### config.mk
export PLATFORM = sky130hd
export DESIGN_NAME = cholesky_top
export DESIGN_NICKNAME = d
export VERILOG_FILES = /design/src/source/cholesky_pkg.sv /design/src/source/cholesky_control.sv /design/src/source/cholesky_top.sv /design/src/source/column_divider.sv /design/src/source/sqrt_unit.sv /design/src/source/trailing_update.sv /design/src/source/working_matrix.sv
export VERILOG_INCLUDE_DIRS = /design/src /design/src/source
export SDC_FILE = /design/constraint.sdc
export NUM_CORES = 2
export LEC_CHECK = 0
export ABC_AREA = 1
export BUFFER_PORTS_ARGS = -buffer_cell sky130_fd_sc_hd__buf_2
export CORE_ASPECT_RATIO = 1.1
export CORE_MARGIN = 1.5
export CORE_UTILIZATION = 45
export CTS_BUF_LIST = sky130_fd_sc_hd__clkbuf_8
export DETAILED_ROUTE_END_ITERATION = 16
export GPL_TIMING_DRIVEN = 0
export PLACE_DENSITY = 0.64
export RECOVER_POWER = 100
export SLEW_MARGIN = 10
export SYNTH_ARGS = -nofsm -noshare
export SYNTH_HDL_FRONTEND = slang
export SYNTH_SLANG_ARGS = --single-unit
### constraint.sdc
create_clock -name i -period 13.68 [get_ports i]
set_input_delay 0.684 -clock i [delete_from_list [all_inputs] [get_ports i]]
set_output_delay 0.684 -clock i [all_outputs]
set_load 0.05 [all_outputs]
### src/source/cholesky_defines.svh
// Sizes and latencies shared by all units; CHOL_N must be at least 2 and WORD_W plus FRAC_W even
`ifndef CHOLESKY_DEFINES_SVH
`define CHOLESKY_DEFINES_SVH

// Matrix is CHOL_N by CHOL_N and only its lower triangle is kept
`define CHOL_N 4

// Signed fixed-point entries with CHOL_FRAC_W fraction bits
`define CHOL_WORD_W 24
`define CHOL_FRAC_W 8

// One root bit per cycle over the radical widened by the fraction bits
`define CHOL_SQRT_CYCLES ((`CHOL_WORD_W + `CHOL_FRAC_W) / 2)

// One quotient bit per cycle plus a final cycle that restores the sign
`define CHOL_DIV_CYCLES (`CHOL_WORD_W + `CHOL_FRAC_W + 1)

// Update pipeline depth from issue to array write
`define CHOL_UPD_CYCLES 2

// Quiet cycles after the last update of a column
`define CHOL_DRAIN_CYCLES 2

`endif

### src/source/cholesky_pkg.sv
// Types only; widths follow the macros of cholesky_defines.svh and CHOL_N must be at least 2
`default_nettype none

`include "cholesky_defines.svh"

package cholesky_pkg;

	// One matrix entry in signed fixed point
	typedef logic signed [`CHOL_WORD_W-1:0] word_t;

	// Full product of two entries before it is scaled back
	typedef logic signed [2*`CHOL_WORD_W-1:0] wide_t;

	// Row or column number inside the matrix
	typedef logic [$clog2(`CHOL_N)-1:0] idx_t;

	// Where the column sequencer stands in the current column
	typedef enum logic [2:0] {
		phase_idle, // Waiting for start
		phase_root, // Square root of the pivot in flight
		phase_divide, // Scaling the entries below the pivot
		phase_update, // Issuing trailing-submatrix updates
		phase_drain // Letting the last updates land
	} phase_t;

endpackage

`default_nettype wire

### src/source/cholesky_control.sv
// Start is ignored while busy; run length depends on CHOL_N and unit latencies, and nothing stalls
`timescale 1ns/100ps
`default_nettype none

`include "cholesky_defines.svh"

module cholesky_control import cholesky_pkg::*; (
	input logic i,
	input logic reset,
	input logic start,
	input logic root_done,
	input logic quot_done,
	output logic root_start,
	output logic div_start,
	output idx_t pivot,
	output idx_t row_sel,
	output idx_t col_sel,
	output logic upd_issue,
	output idx_t upd_row,
	output idx_t upd_col,
	output logic busy,
	output logic done
);

	localparam idx_t LAST = idx_t'(`CHOL_N - 1); // Index of the bottom row and right column

	phase_t phase; // Current phase of the column walk
	logic first; // High in the first cycle after entering a phase or a new row

	// A root or a division is issued once, on entry, and then waited on
	assign root_start = (phase == phase_root) && first;
	assign div_start = (phase == phase_divide) && first;
	assign upd_issue = (phase == phase_update); // One update leaves every cycle of this phase
	assign upd_row = row_sel; // The update target shares the factor row
	assign upd_col = col_sel; // and the second factor row
	assign busy = (phase != phase_idle); // Falls in the cycle where done is high

	always_ff @(posedge i) begin
		if (reset) begin
			phase <= phase_idle;
			first <= 1'b0;
			done <= 1'b0;
			pivot <= '0;
			row_sel <= '0;
			col_sel <= '0;
		end else begin
			done <= 1'b0; // Pulse only
			case (phase)
				phase_idle: begin
					if (start) begin
						phase <= phase_root; // Column zero starts right away
						first <= 1'b1;
						pivot <= '0;
					end
				end
				phase_root: begin
					first <= 1'b0;
					if (root_done) begin // Diagonal entry commits in this cycle
						if (pivot == LAST) begin
							phase <= phase_idle; // Nothing sits below the last pivot
							done <= 1'b1;
						end else begin
							phase <= phase_divide;
							first <= 1'b1;
							row_sel <= pivot + 1'b1; // First row under the pivot
						end
					end
				end
				phase_divide: begin
					first <= 1'b0;
					if (quot_done) begin // Quotient for row_sel commits in this cycle
						if (row_sel == LAST) begin
							phase <= phase_update;
							row_sel <= pivot + 1'b1; // Trailing block starts at its corner
							col_sel <= pivot + 1'b1;
						end else begin
							row_sel <= row_sel + 1'b1;
							first <= 1'b1; // Issue the next division
						end
					end
				end
				phase_update: begin
					if (col_sel == row_sel) begin // Reached the diagonal of this row
						if (row_sel == LAST) begin
							phase <= phase_drain;
							first <= 1'b1;
						end else begin
							row_sel <= row_sel + 1'b1;
							col_sel <= pivot + 1'b1;
						end
					end else begin
						col_sel <= col_sel + 1'b1;
					end
				end
				phase_drain: begin
					// The last update writes at the end of the second drain cycle
					first <= 1'b0;
					if (!first) begin
						phase <= phase_root;
						first <= 1'b1;
						pivot <= pivot + 1'b1; // Next root sees the updated pivot
					end
				end
				default: phase <= phase_idle;
			endcase
		end
	end

endmodule

`default_nettype wire

### src/source/cholesky_top.sv
// Input matrix must be symmetric positive definite; loads are ignored while busy and above the diagonal
`timescale 1ns/100ps
`default_nettype none

module cholesky_top import cholesky_pkg::*; (
	input logic i,
	input logic reset,
	input logic start,
	input logic load_en,
	input idx_t load_row,
	input idx_t load_col,
	input word_t load_data,
	input idx_t read_row,
	input idx_t read_col,
	output word_t read_data,
	output logic busy,
	output logic done
);

	logic root_start, root_done; // Square root handshake
	logic div_start, quot_done; // Divider handshake
	logic upd_issue, upd_wr_en; // Update pipeline entry and exit
	idx_t pivot, row_sel, col_sel; // Read addresses from the sequencer
	idx_t upd_row, upd_col, upd_wr_row, upd_wr_col; // Update target in and out of the pipeline
	word_t root, quotient, upd_wr_data; // Results written back into the array
	word_t pivot_data, row_data, col_data, target_data; // Operands read from the array

	cholesky_control control0 (
		.i(i), .reset(reset), .start(start), .root_done(root_done), .quot_done(quot_done),
		.root_start(root_start), .div_start(div_start), .pivot(pivot), .row_sel(row_sel),
		.col_sel(col_sel), .upd_issue(upd_issue), .upd_row(upd_row), .upd_col(upd_col),
		.busy(busy), .done(done)
	);

	working_matrix matrix0 (
		.i(i), .reset(reset), .load_en(load_en), .load_row(load_row), .load_col(load_col),
		.load_data(load_data), .busy(busy), .root_done(root_done), .pivot(pivot), .root(root),
		.quot_done(quot_done), .row_sel(row_sel), .quotient(quotient), .upd_wr_en(upd_wr_en),
		.upd_wr_row(upd_wr_row), .upd_wr_col(upd_wr_col), .upd_wr_data(upd_wr_data),
		.read_row(read_row), .read_col(read_col), .col_sel(col_sel), .upd_row(upd_row),
		.upd_col(upd_col), .read_data(read_data), .pivot_data(pivot_data),
		.row_data(row_data), .col_data(col_data), .target_data(target_data)
	);

	sqrt_unit sqrt0 (
		.i(i), .reset(reset), .root_start(root_start), .radical(pivot_data), .root(root),
		.root_done(root_done)
	);

	column_divider divider0 (
		.i(i), .reset(reset), .div_start(div_start), .dividend(row_data), .divisor(pivot_data),
		.quotient(quotient), .quot_done(quot_done)
	);

	trailing_update update0 (
		.i(i), .reset(reset), .upd_issue(upd_issue), .upd_row(upd_row), .upd_col(upd_col),
		.factor_a(row_data), .factor_b(col_data), .target(target_data), .upd_wr_en(upd_wr_en),
		.upd_wr_row(upd_wr_row), .upd_wr_col(upd_wr_col), .upd_wr_data(upd_wr_data)
	);

endmodule

`default_nettype wire

### src/source/column_divider.sv
// Divisor must be nonzero; quotient truncates toward zero and keeps only the low WORD_W bits
`timescale 1ns/100ps
`default_nettype none

`include "cholesky_defines.svh"

module column_divider import cholesky_pkg::*; (
	input logic i,
	input logic reset,
	input logic div_start,
	input word_t dividend,
	input word_t divisor,
	output word_t quotient,
	output logic quot_done
);

	localparam int W = `CHOL_WORD_W;
	localparam int RW = `CHOL_WORD_W + `CHOL_FRAC_W; // Dividend widened by the fraction bits
	localparam int CW = $clog2(`CHOL_DIV_CYCLES);

	logic [W-1:0] mag_a, mag_b; // Operand magnitudes
	logic [RW-1:0] dq, src_dq, next_dq; // Dividend shifts out at the top, quotient in at the bottom
	logic [W-1:0] r, src_r, next_r, dv, src_dv; // Remainder and divisor magnitude
	logic [W:0] partial; // Remainder with the next dividend bit
	logic [W+1:0] diff; // Trial subtraction, sign in the top bit
	logic [CW-1:0] cnt; // Shift steps left after the current one
	logic active, neg, step, finish;

	assign mag_a = dividend[W-1] ? -dividend : dividend;
	assign mag_b = divisor[W-1] ? -divisor : divisor;
	assign step = div_start || (active && cnt != '0);
	assign finish = active && cnt == '0; // Sign restore cycle

	// The start cycle already does the first shift step
	always_comb begin
		src_dq = div_start ? {mag_a, {`CHOL_FRAC_W{1'b0}}} : dq;
		src_r = div_start ? '0 : r;
		src_dv = div_start ? mag_b : dv;
		partial = {src_r, src_dq[RW-1]};
		diff = {1'b0, partial} - {2'b00, src_dv};
		next_r = diff[W+1] ? partial[W-1:0] : diff[W-1:0]; // Keep the old remainder on borrow
		next_dq = {src_dq[RW-2:0], ~diff[W+1]};
	end

	always_ff @(posedge i) begin
		if (reset) begin
			active <= 1'b0;
			quot_done <= 1'b0;
			cnt <= '0;
		end else begin
			quot_done <= finish;
			if (div_start) begin
				active <= 1'b1;
				cnt <= CW'(`CHOL_DIV_CYCLES - 2); // Remaining shifts after this one
			end else if (step) begin
				cnt <= cnt - 1'b1;
			end else if (finish) begin
				active <= 1'b0;
			end
		end
	end

	always_ff @(posedge i) begin
		if (div_start) neg <= dividend[W-1] ^ divisor[W-1];
		if (step) begin
			dq <= next_dq;
			r <= next_r;
			dv <= src_dv;
		end
		if (finish) quotient <= neg ? word_t'(-dq[W-1:0]) : word_t'(dq[W-1:0]);
	end

	// A zero root would come from a singular or non-definite matrix
	divisor_nonzero: assert property (@(posedge i) disable iff (reset)
		div_start |-> divisor != '0)
		else $error("column_divider: zero divisor");

endmodule

`default_nettype wire

### src/source/sqrt_unit.sv
// Radical must be non-negative; root is floor(sqrt(radical << FRAC_W)) and holds until the next start
`timescale 1ns/100ps
`default_nettype none

`include "cholesky_defines.svh"

module sqrt_unit import cholesky_pkg::*; (
	input logic i,
	input logic reset,
	input logic root_start,
	input word_t radical,
	output word_t root,
	output logic root_done
);

	localparam int RW = `CHOL_WORD_W + `CHOL_FRAC_W; // Widened radical
	localparam int HW = RW / 2; // Root bits
	localparam int CW = $clog2(`CHOL_SQRT_CYCLES);

	logic [RW-1:0] rad, src_rad; // Radical bits still to be consumed, two per step
	logic [HW:0] rem, src_rem, next_rem; // Partial remainder
	logic [HW-1:0] q, src_q, next_q; // Root bits found so far
	logic [HW+3:0] trial; // Remainder minus (4q + 1), sign in the top bit
	logic [CW-1:0] cnt; // Steps left after the current one
	logic active;

	// The first step runs in the start cycle straight from the input
	always_comb begin
		src_rad = root_start ? {radical, {`CHOL_FRAC_W{1'b0}}} : rad;
		src_rem = root_start ? '0 : rem;
		src_q = root_start ? '0 : q;
		trial = {1'b0, src_rem, src_rad[RW-1 -: 2]} - {2'b00, src_q, 2'b01};
		next_q = {src_q[HW-2:0], ~trial[HW+3]}; // New root bit is set when the trial fits
		if (!trial[HW+3]) next_rem = trial[HW:0];
		else next_rem = {src_rem[HW-2:0], src_rad[RW-1 -: 2]}; // Restore and bring in two bits
	end

	always_ff @(posedge i) begin
		if (reset) begin
			active <= 1'b0;
			root_done <= 1'b0;
			cnt <= '0;
		end else begin
			root_done <= 1'b0;
			if (root_start) begin
				active <= 1'b1;
				cnt <= CW'(`CHOL_SQRT_CYCLES - 1);
			end else if (active) begin
				cnt <= cnt - 1'b1;
				if (cnt == CW'(1)) begin // Last root bit lands at this edge
					active <= 1'b0;
					root_done <= 1'b1;
				end
			end
		end
	end

	always_ff @(posedge i) begin
		if (root_start || active) begin
			rad <= src_rad << 2;
			rem <= next_rem;
			q <= next_q;
		end
	end

	assign root = word_t'(q); // Zero extended since the root is never negative

	// A negative pivot means the loaded matrix was not positive definite
	radical_sign: assert property (@(posedge i) disable iff (reset)
		root_start |-> !radical[`CHOL_WORD_W-1])
		else $error("sqrt_unit: negative radical");

endmodule

`default_nettype wire

### src/source/trailing_update.sv
// Accepts one issue per cycle and writes two cycles later; the scaled product is truncated to WORD_W
`timescale 1ns/100ps
`default_nettype none

`include "cholesky_defines.svh"

module trailing_update import cholesky_pkg::*; (
	input logic i,
	input logic reset,
	input logic upd_issue,
	input idx_t upd_row,
	input idx_t upd_col,
	input word_t factor_a,
	input word_t factor_b,
	input word_t target,
	output logic upd_wr_en,
	output idx_t upd_wr_row,
	output idx_t upd_wr_col,
	output word_t upd_wr_data
);

	logic stage_valid; // First stage holds a live update
	wide_t prod; // L(i,k) times L(j,k) at full width
	word_t stage_target; // A(i,j) captured at issue
	idx_t stage_row, stage_col;

	always_ff @(posedge i) begin
		if (reset) begin
			stage_valid <= 1'b0;
			upd_wr_en <= 1'b0;
		end else begin
			stage_valid <= upd_issue;
			upd_wr_en <= stage_valid; // Write strobe two cycles after issue
		end
	end

	always_ff @(posedge i) begin
		prod <= factor_a * factor_b;
		stage_target <= target;
		stage_row <= upd_row;
		stage_col <= upd_col;
		upd_wr_data <= stage_target - word_t'(prod >>> `CHOL_FRAC_W); // Back to CHOL_FRAC_W
		upd_wr_row <= stage_row;
		upd_wr_col <= stage_col;
	end

endmodule

`default_nettype wire

### src/source/working_matrix.sv
// Entries above the diagonal read as zero; only one engine write per cycle and no loads while busy
`timescale 1ns/100ps
`default_nettype none

`include "cholesky_defines.svh"

module working_matrix import cholesky_pkg::*; (
	input logic i,
	input logic reset,
	input logic load_en,
	input idx_t load_row,
	input idx_t load_col,
	input word_t load_data,
	input logic busy,
	input logic root_done,
	input idx_t pivot,
	input word_t root,
	input logic quot_done,
	input idx_t row_sel,
	input word_t quotient,
	input logic upd_wr_en,
	input idx_t upd_wr_row,
	input idx_t upd_wr_col,
	input word_t upd_wr_data,
	input idx_t read_row,
	input idx_t read_col,
	input idx_t col_sel,
	input idx_t upd_row,
	input idx_t upd_col,
	output word_t read_data,
	output word_t pivot_data,
	output word_t row_data,
	output word_t col_data,
	output word_t target_data
);

	localparam int ENTRIES = `CHOL_N * (`CHOL_N + 1) / 2; // Lower triangle including the diagonal

	word_t mem [ENTRIES]; // Row r starts at slot r*(r+1)/2
	logic load_ok; // Accepted external write

	// Packs a lower-triangle position into a flat slot number
	function automatic int slot(idx_t r, idx_t c);
		return (int'(r) * (int'(r) + 1)) / 2 + int'(c);
	endfunction

	assign load_ok = load_en && !busy && !reset && (load_col <= load_row); // Upper entries dropped

	always_ff @(posedge i) begin
		if (load_ok) mem[slot(load_row, load_col)] <= load_data;
		if (root_done) mem[slot(pivot, pivot)] <= root; // L(k,k) replaces A(k,k)
		if (quot_done) mem[slot(row_sel, pivot)] <= quotient; // L(i,k) below the pivot
		if (upd_wr_en) mem[slot(upd_wr_row, upd_wr_col)] <= upd_wr_data; // Trailing block
	end

	// Reads go straight from the array, so a write shows up one cycle later
	always_comb begin
		read_data = (read_col <= read_row) ? mem[slot(read_row, read_col)] : '0;
		pivot_data = mem[slot(pivot, pivot)];
		row_data = (pivot <= row_sel) ? mem[slot(row_sel, pivot)] : '0;
		col_data = (pivot <= col_sel) ? mem[slot(col_sel, pivot)] : '0;
		target_data = (upd_col <= upd_row) ? mem[slot(upd_row, upd_col)] : '0;
	end

	// The sequencer keeps root, divide and update writes apart in time
	single_writer: assert property (@(posedge i) disable iff (reset)
		$onehot0({root_done, quot_done, upd_wr_en}))
		else $error("working_matrix: two engine writes in one cycle");

endmodule

`default_nettype wire
==> impl_metrics.yaml <==
synthesis:
  ys_types: 72
  netlist_top_cells_count: "1442 x nand2_1, 1027 x inv_1, 851 x o21ai_0"
  synth_compound_area_share_pct: 22.6
  synth-async-reset-ratio_pct: 0
  synth.area.mux_share_pct: 0.0185
  synth.area.top_cells: "edfxtp_1 22%, fa_1 14%, nand2_1 10%"
  synth_top_family_by_area: "compound AO/OA/AOI/OAI gates"
  syn-cell-area_mm2: 0.0540
  ys_ff_latch: 507
  ys_warn_count: 0
  syn_inst: 7347
  synth_most_common_cell: "nand2_1"
  synth.avg_cell_area_um2: 7.35
  yosysTopAreaCell: "edfxtp_1"
  yosysSeqAreaShare_pct: 26.2
  synth_xor_xnor_area_share_pct: 2.55
  synthAdderAreaFrac_pct: 20.0
  synth_flop_cell: "edfxtp_1"
  synth_fp_nets: 8014
  yosys.area.top_type_share_pct: 22.2
  synthSimpleGateAreaFrac_pct: 17.5
  synth_edf_count: 400
cells_and_area:
  nets: 8173
  area_growth_pct: 7.24
  multiInputGateArea_mm2: 0.0338
  nFillCells: 12100
  drive_gt1_share_pct: 4.07
  final_util_pct: 48.5
  regArea_mm2: 0.0142
floorplanning:
  initial_core_util_pct: 45.3
  rows: 133
  ioPinCount: 62
  coreArea_mm2: 0.119
  die_h_um: 366
  die-area_mm2: 0.122
  dieWidth_um: 333
sta:
  finalSetupViolations: 0
  max_slew_margin_pct: -148
  tightest_slew_ns: 3.72
  rsz0062_at_grt: "false"
  fin_skew_ns: 0.0838
  slew_viol_final: 219
  hold_viol: 0
  finalCritPeriodShare_pct: 94.6
  setup_tns_ns: 0
  min_period_ns: 12.95
  max_freq_mhz: 77.2
  whs_ns: 0.341
clock_tree:
  cts_max_level: 3
  cts_resized: 0
  cts_tree: "done"
  cts_sinks: 507
  clock_latency_ns: 0.85
  cts_hold_buf: 0
  post_cts_buffers: 0
  cts_root_buffer: "clkbuf_8"
  clk_path_buf_depth: 3
  cts_buffers: 87
  clkSlewWorstSetupHoldPaths_ns: 0.07
global_routing:
  antenna_found_initial: 26
  track_usage_pct: 50.7
  grt_overflow: 0
  grt_pass1_vias: 56300
  grt_max_degree: 60
  grt_pass1_wl_um: 432000
job:
  drv_cap: 12
detailed_routing:
  route.detailed.drc: 0
  dr.pass1.iters: 9
  vias: 58600
  drtIter0Drc: 9020
  routedWlPerCell_um: 34.5
  ant_nets: 0
  wirelength_um: 316000
  via_per_inst: 6.41
critical_path:
  critPathSlowestCell: "xor2_1"
  cpLargestDelayFamily: "adder cells"
  max_stage_delay_ns: 1.83
  path_class: "reg2reg"
  cp_data_required_time_ns: 14.37
  cp_max_fo: 10
  critPathCaptureType: "flip-flop"
  cp.arrival_ns: 13.63
  worst-path-buf-inv: 10
  setup.worst_path.start_class: "flip-flop"
outcome:
  failed_checks: "capacitance limit, slew limit"
  status: "finished, violations left"
placed_design:
  globalplace.congestion: 1.20
  dp_hpwl_um: 259000
  port_buffers: 55
min_path:
  hp-class: "reg2reg"
## flip-flops by register name, summed over array words and instances (netlist names), 2 cells and up
name,flops
matrix0.mem,240
divider0.dq,32
divider0.dv,24
divider0.quotient,24
divider0.r,24
update0.prod,24
update0.stage_target,24
update0.upd_wr_data,24
sqrt0.rad,22
sqrt0.rem,17
sqrt0.q,16
divider0.cnt,6
sqrt0.cnt,4
control0.phase,3
control0.col_sel,2
control0.pivot,2
control0.row_sel,2
update0.stage_col,2
update0.stage_row,2
update0.upd_wr_col,2
update0.upd_wr_row,2
## cell type report
cell class	count	area share, %
diodes	14	0.0605
plain buffers	448	3.17
clock buffers	93	2.21
clock inverters	65	0.808
inverters	1093	7.09
multi-input cells	5299	58.3
flip-flops and latches	507	24.4
well taps	1552	3.35
repair buffers	70	0.519
## placed cells by master (no fill, tap or decap), types with 20 or more instances in the layout
master,n
nor2_1,594
xor2_1,97
a21oi_1,728
a31oi_1,45
xnor2_1,56
dfxtp_1,107
ha_1,243
inv_1,1051
nor3_1,29
edfxtp_1,400
a211oi_1,40
clkinv_1,50
a221oi_1,37
o21ai_0,878
o21ai_1,40
fa_1,388
o211ai_1,198
inv_2,28
a22oi_1,20
buf_1,27
buf_2,87
nand3_1,185
nand4_1,20
nand2_1,1444
clkbuf_8,93
a311oi_1,48
o22ai_1,58
clkbuf_1,386
## through the flow
stage	setup slack, ns	instances	area [um2]
2_1_floorplan	5.08	7347	54000
4_1_cts	2.00	9127	58200
3_5_place_dp	2.13	8969	56400
3_3_place_gp	2.18	8954	56200
5_1_grt	0.596	9130	57900
6_report	0.733	9141	57900
## final timing paths
path / start / to / slack, ns / cells past startpoint
worst max-delay path: control0.row_sel[0]$_SDFFE_PP0P_ / update0.prod[31]$_DFF_P_ / 0.73 / 33
worst min-delay path: update0.stage_col[0]$_DFF_P_ / update0.upd_wr_col[0]$_DFF_P_ / 0.34 / 0
worst max register to register: control0.row_sel[0]$_SDFFE_PP0P_ / update0.prod[31]$_DFF_P_ / 0.73 / 33
worst min register to register: update0.stage_col[0]$_DFF_P_ / update0.upd_wr_col[0]$_DFF_P_ / 0.34 / 0
## layer usage
layer / up-vias / part of all wire, % / track usage, % / wire [um]
met1: 27700 / 33 / 54.9 / 104000
met2: 4506 / 43 / 77.9 / 136000
met3: 1643 / 12 / 15.8 / 37200
met5: - / 0.049 / 0 / 154
li1: 24700 / - / - / -
met4: 20 / 12 / 49.4 / 38500
## cells by family (layout without fill, tap and decap cells)
| kind of cell | after synthesis | count (layout) |
|---|---|---|
| DFF | 507 | 507 |
| and+or+nand+nor | 2346 | 2346 |
| AOI/OAI and AO/OA | 2167 | 2167 |
| buffers and inverters | 1541 | 1769 |
| xor gates and xnor gates | 154 | 154 |
| muxes | 1 | 1 |
| other | 0 | 14 |
| adders and majority gates | 631 | 631 |
Power is left out: the tool's default activity adds up to more than one toggle a clock period on the data nets, which glitch-free logic cannot reach.
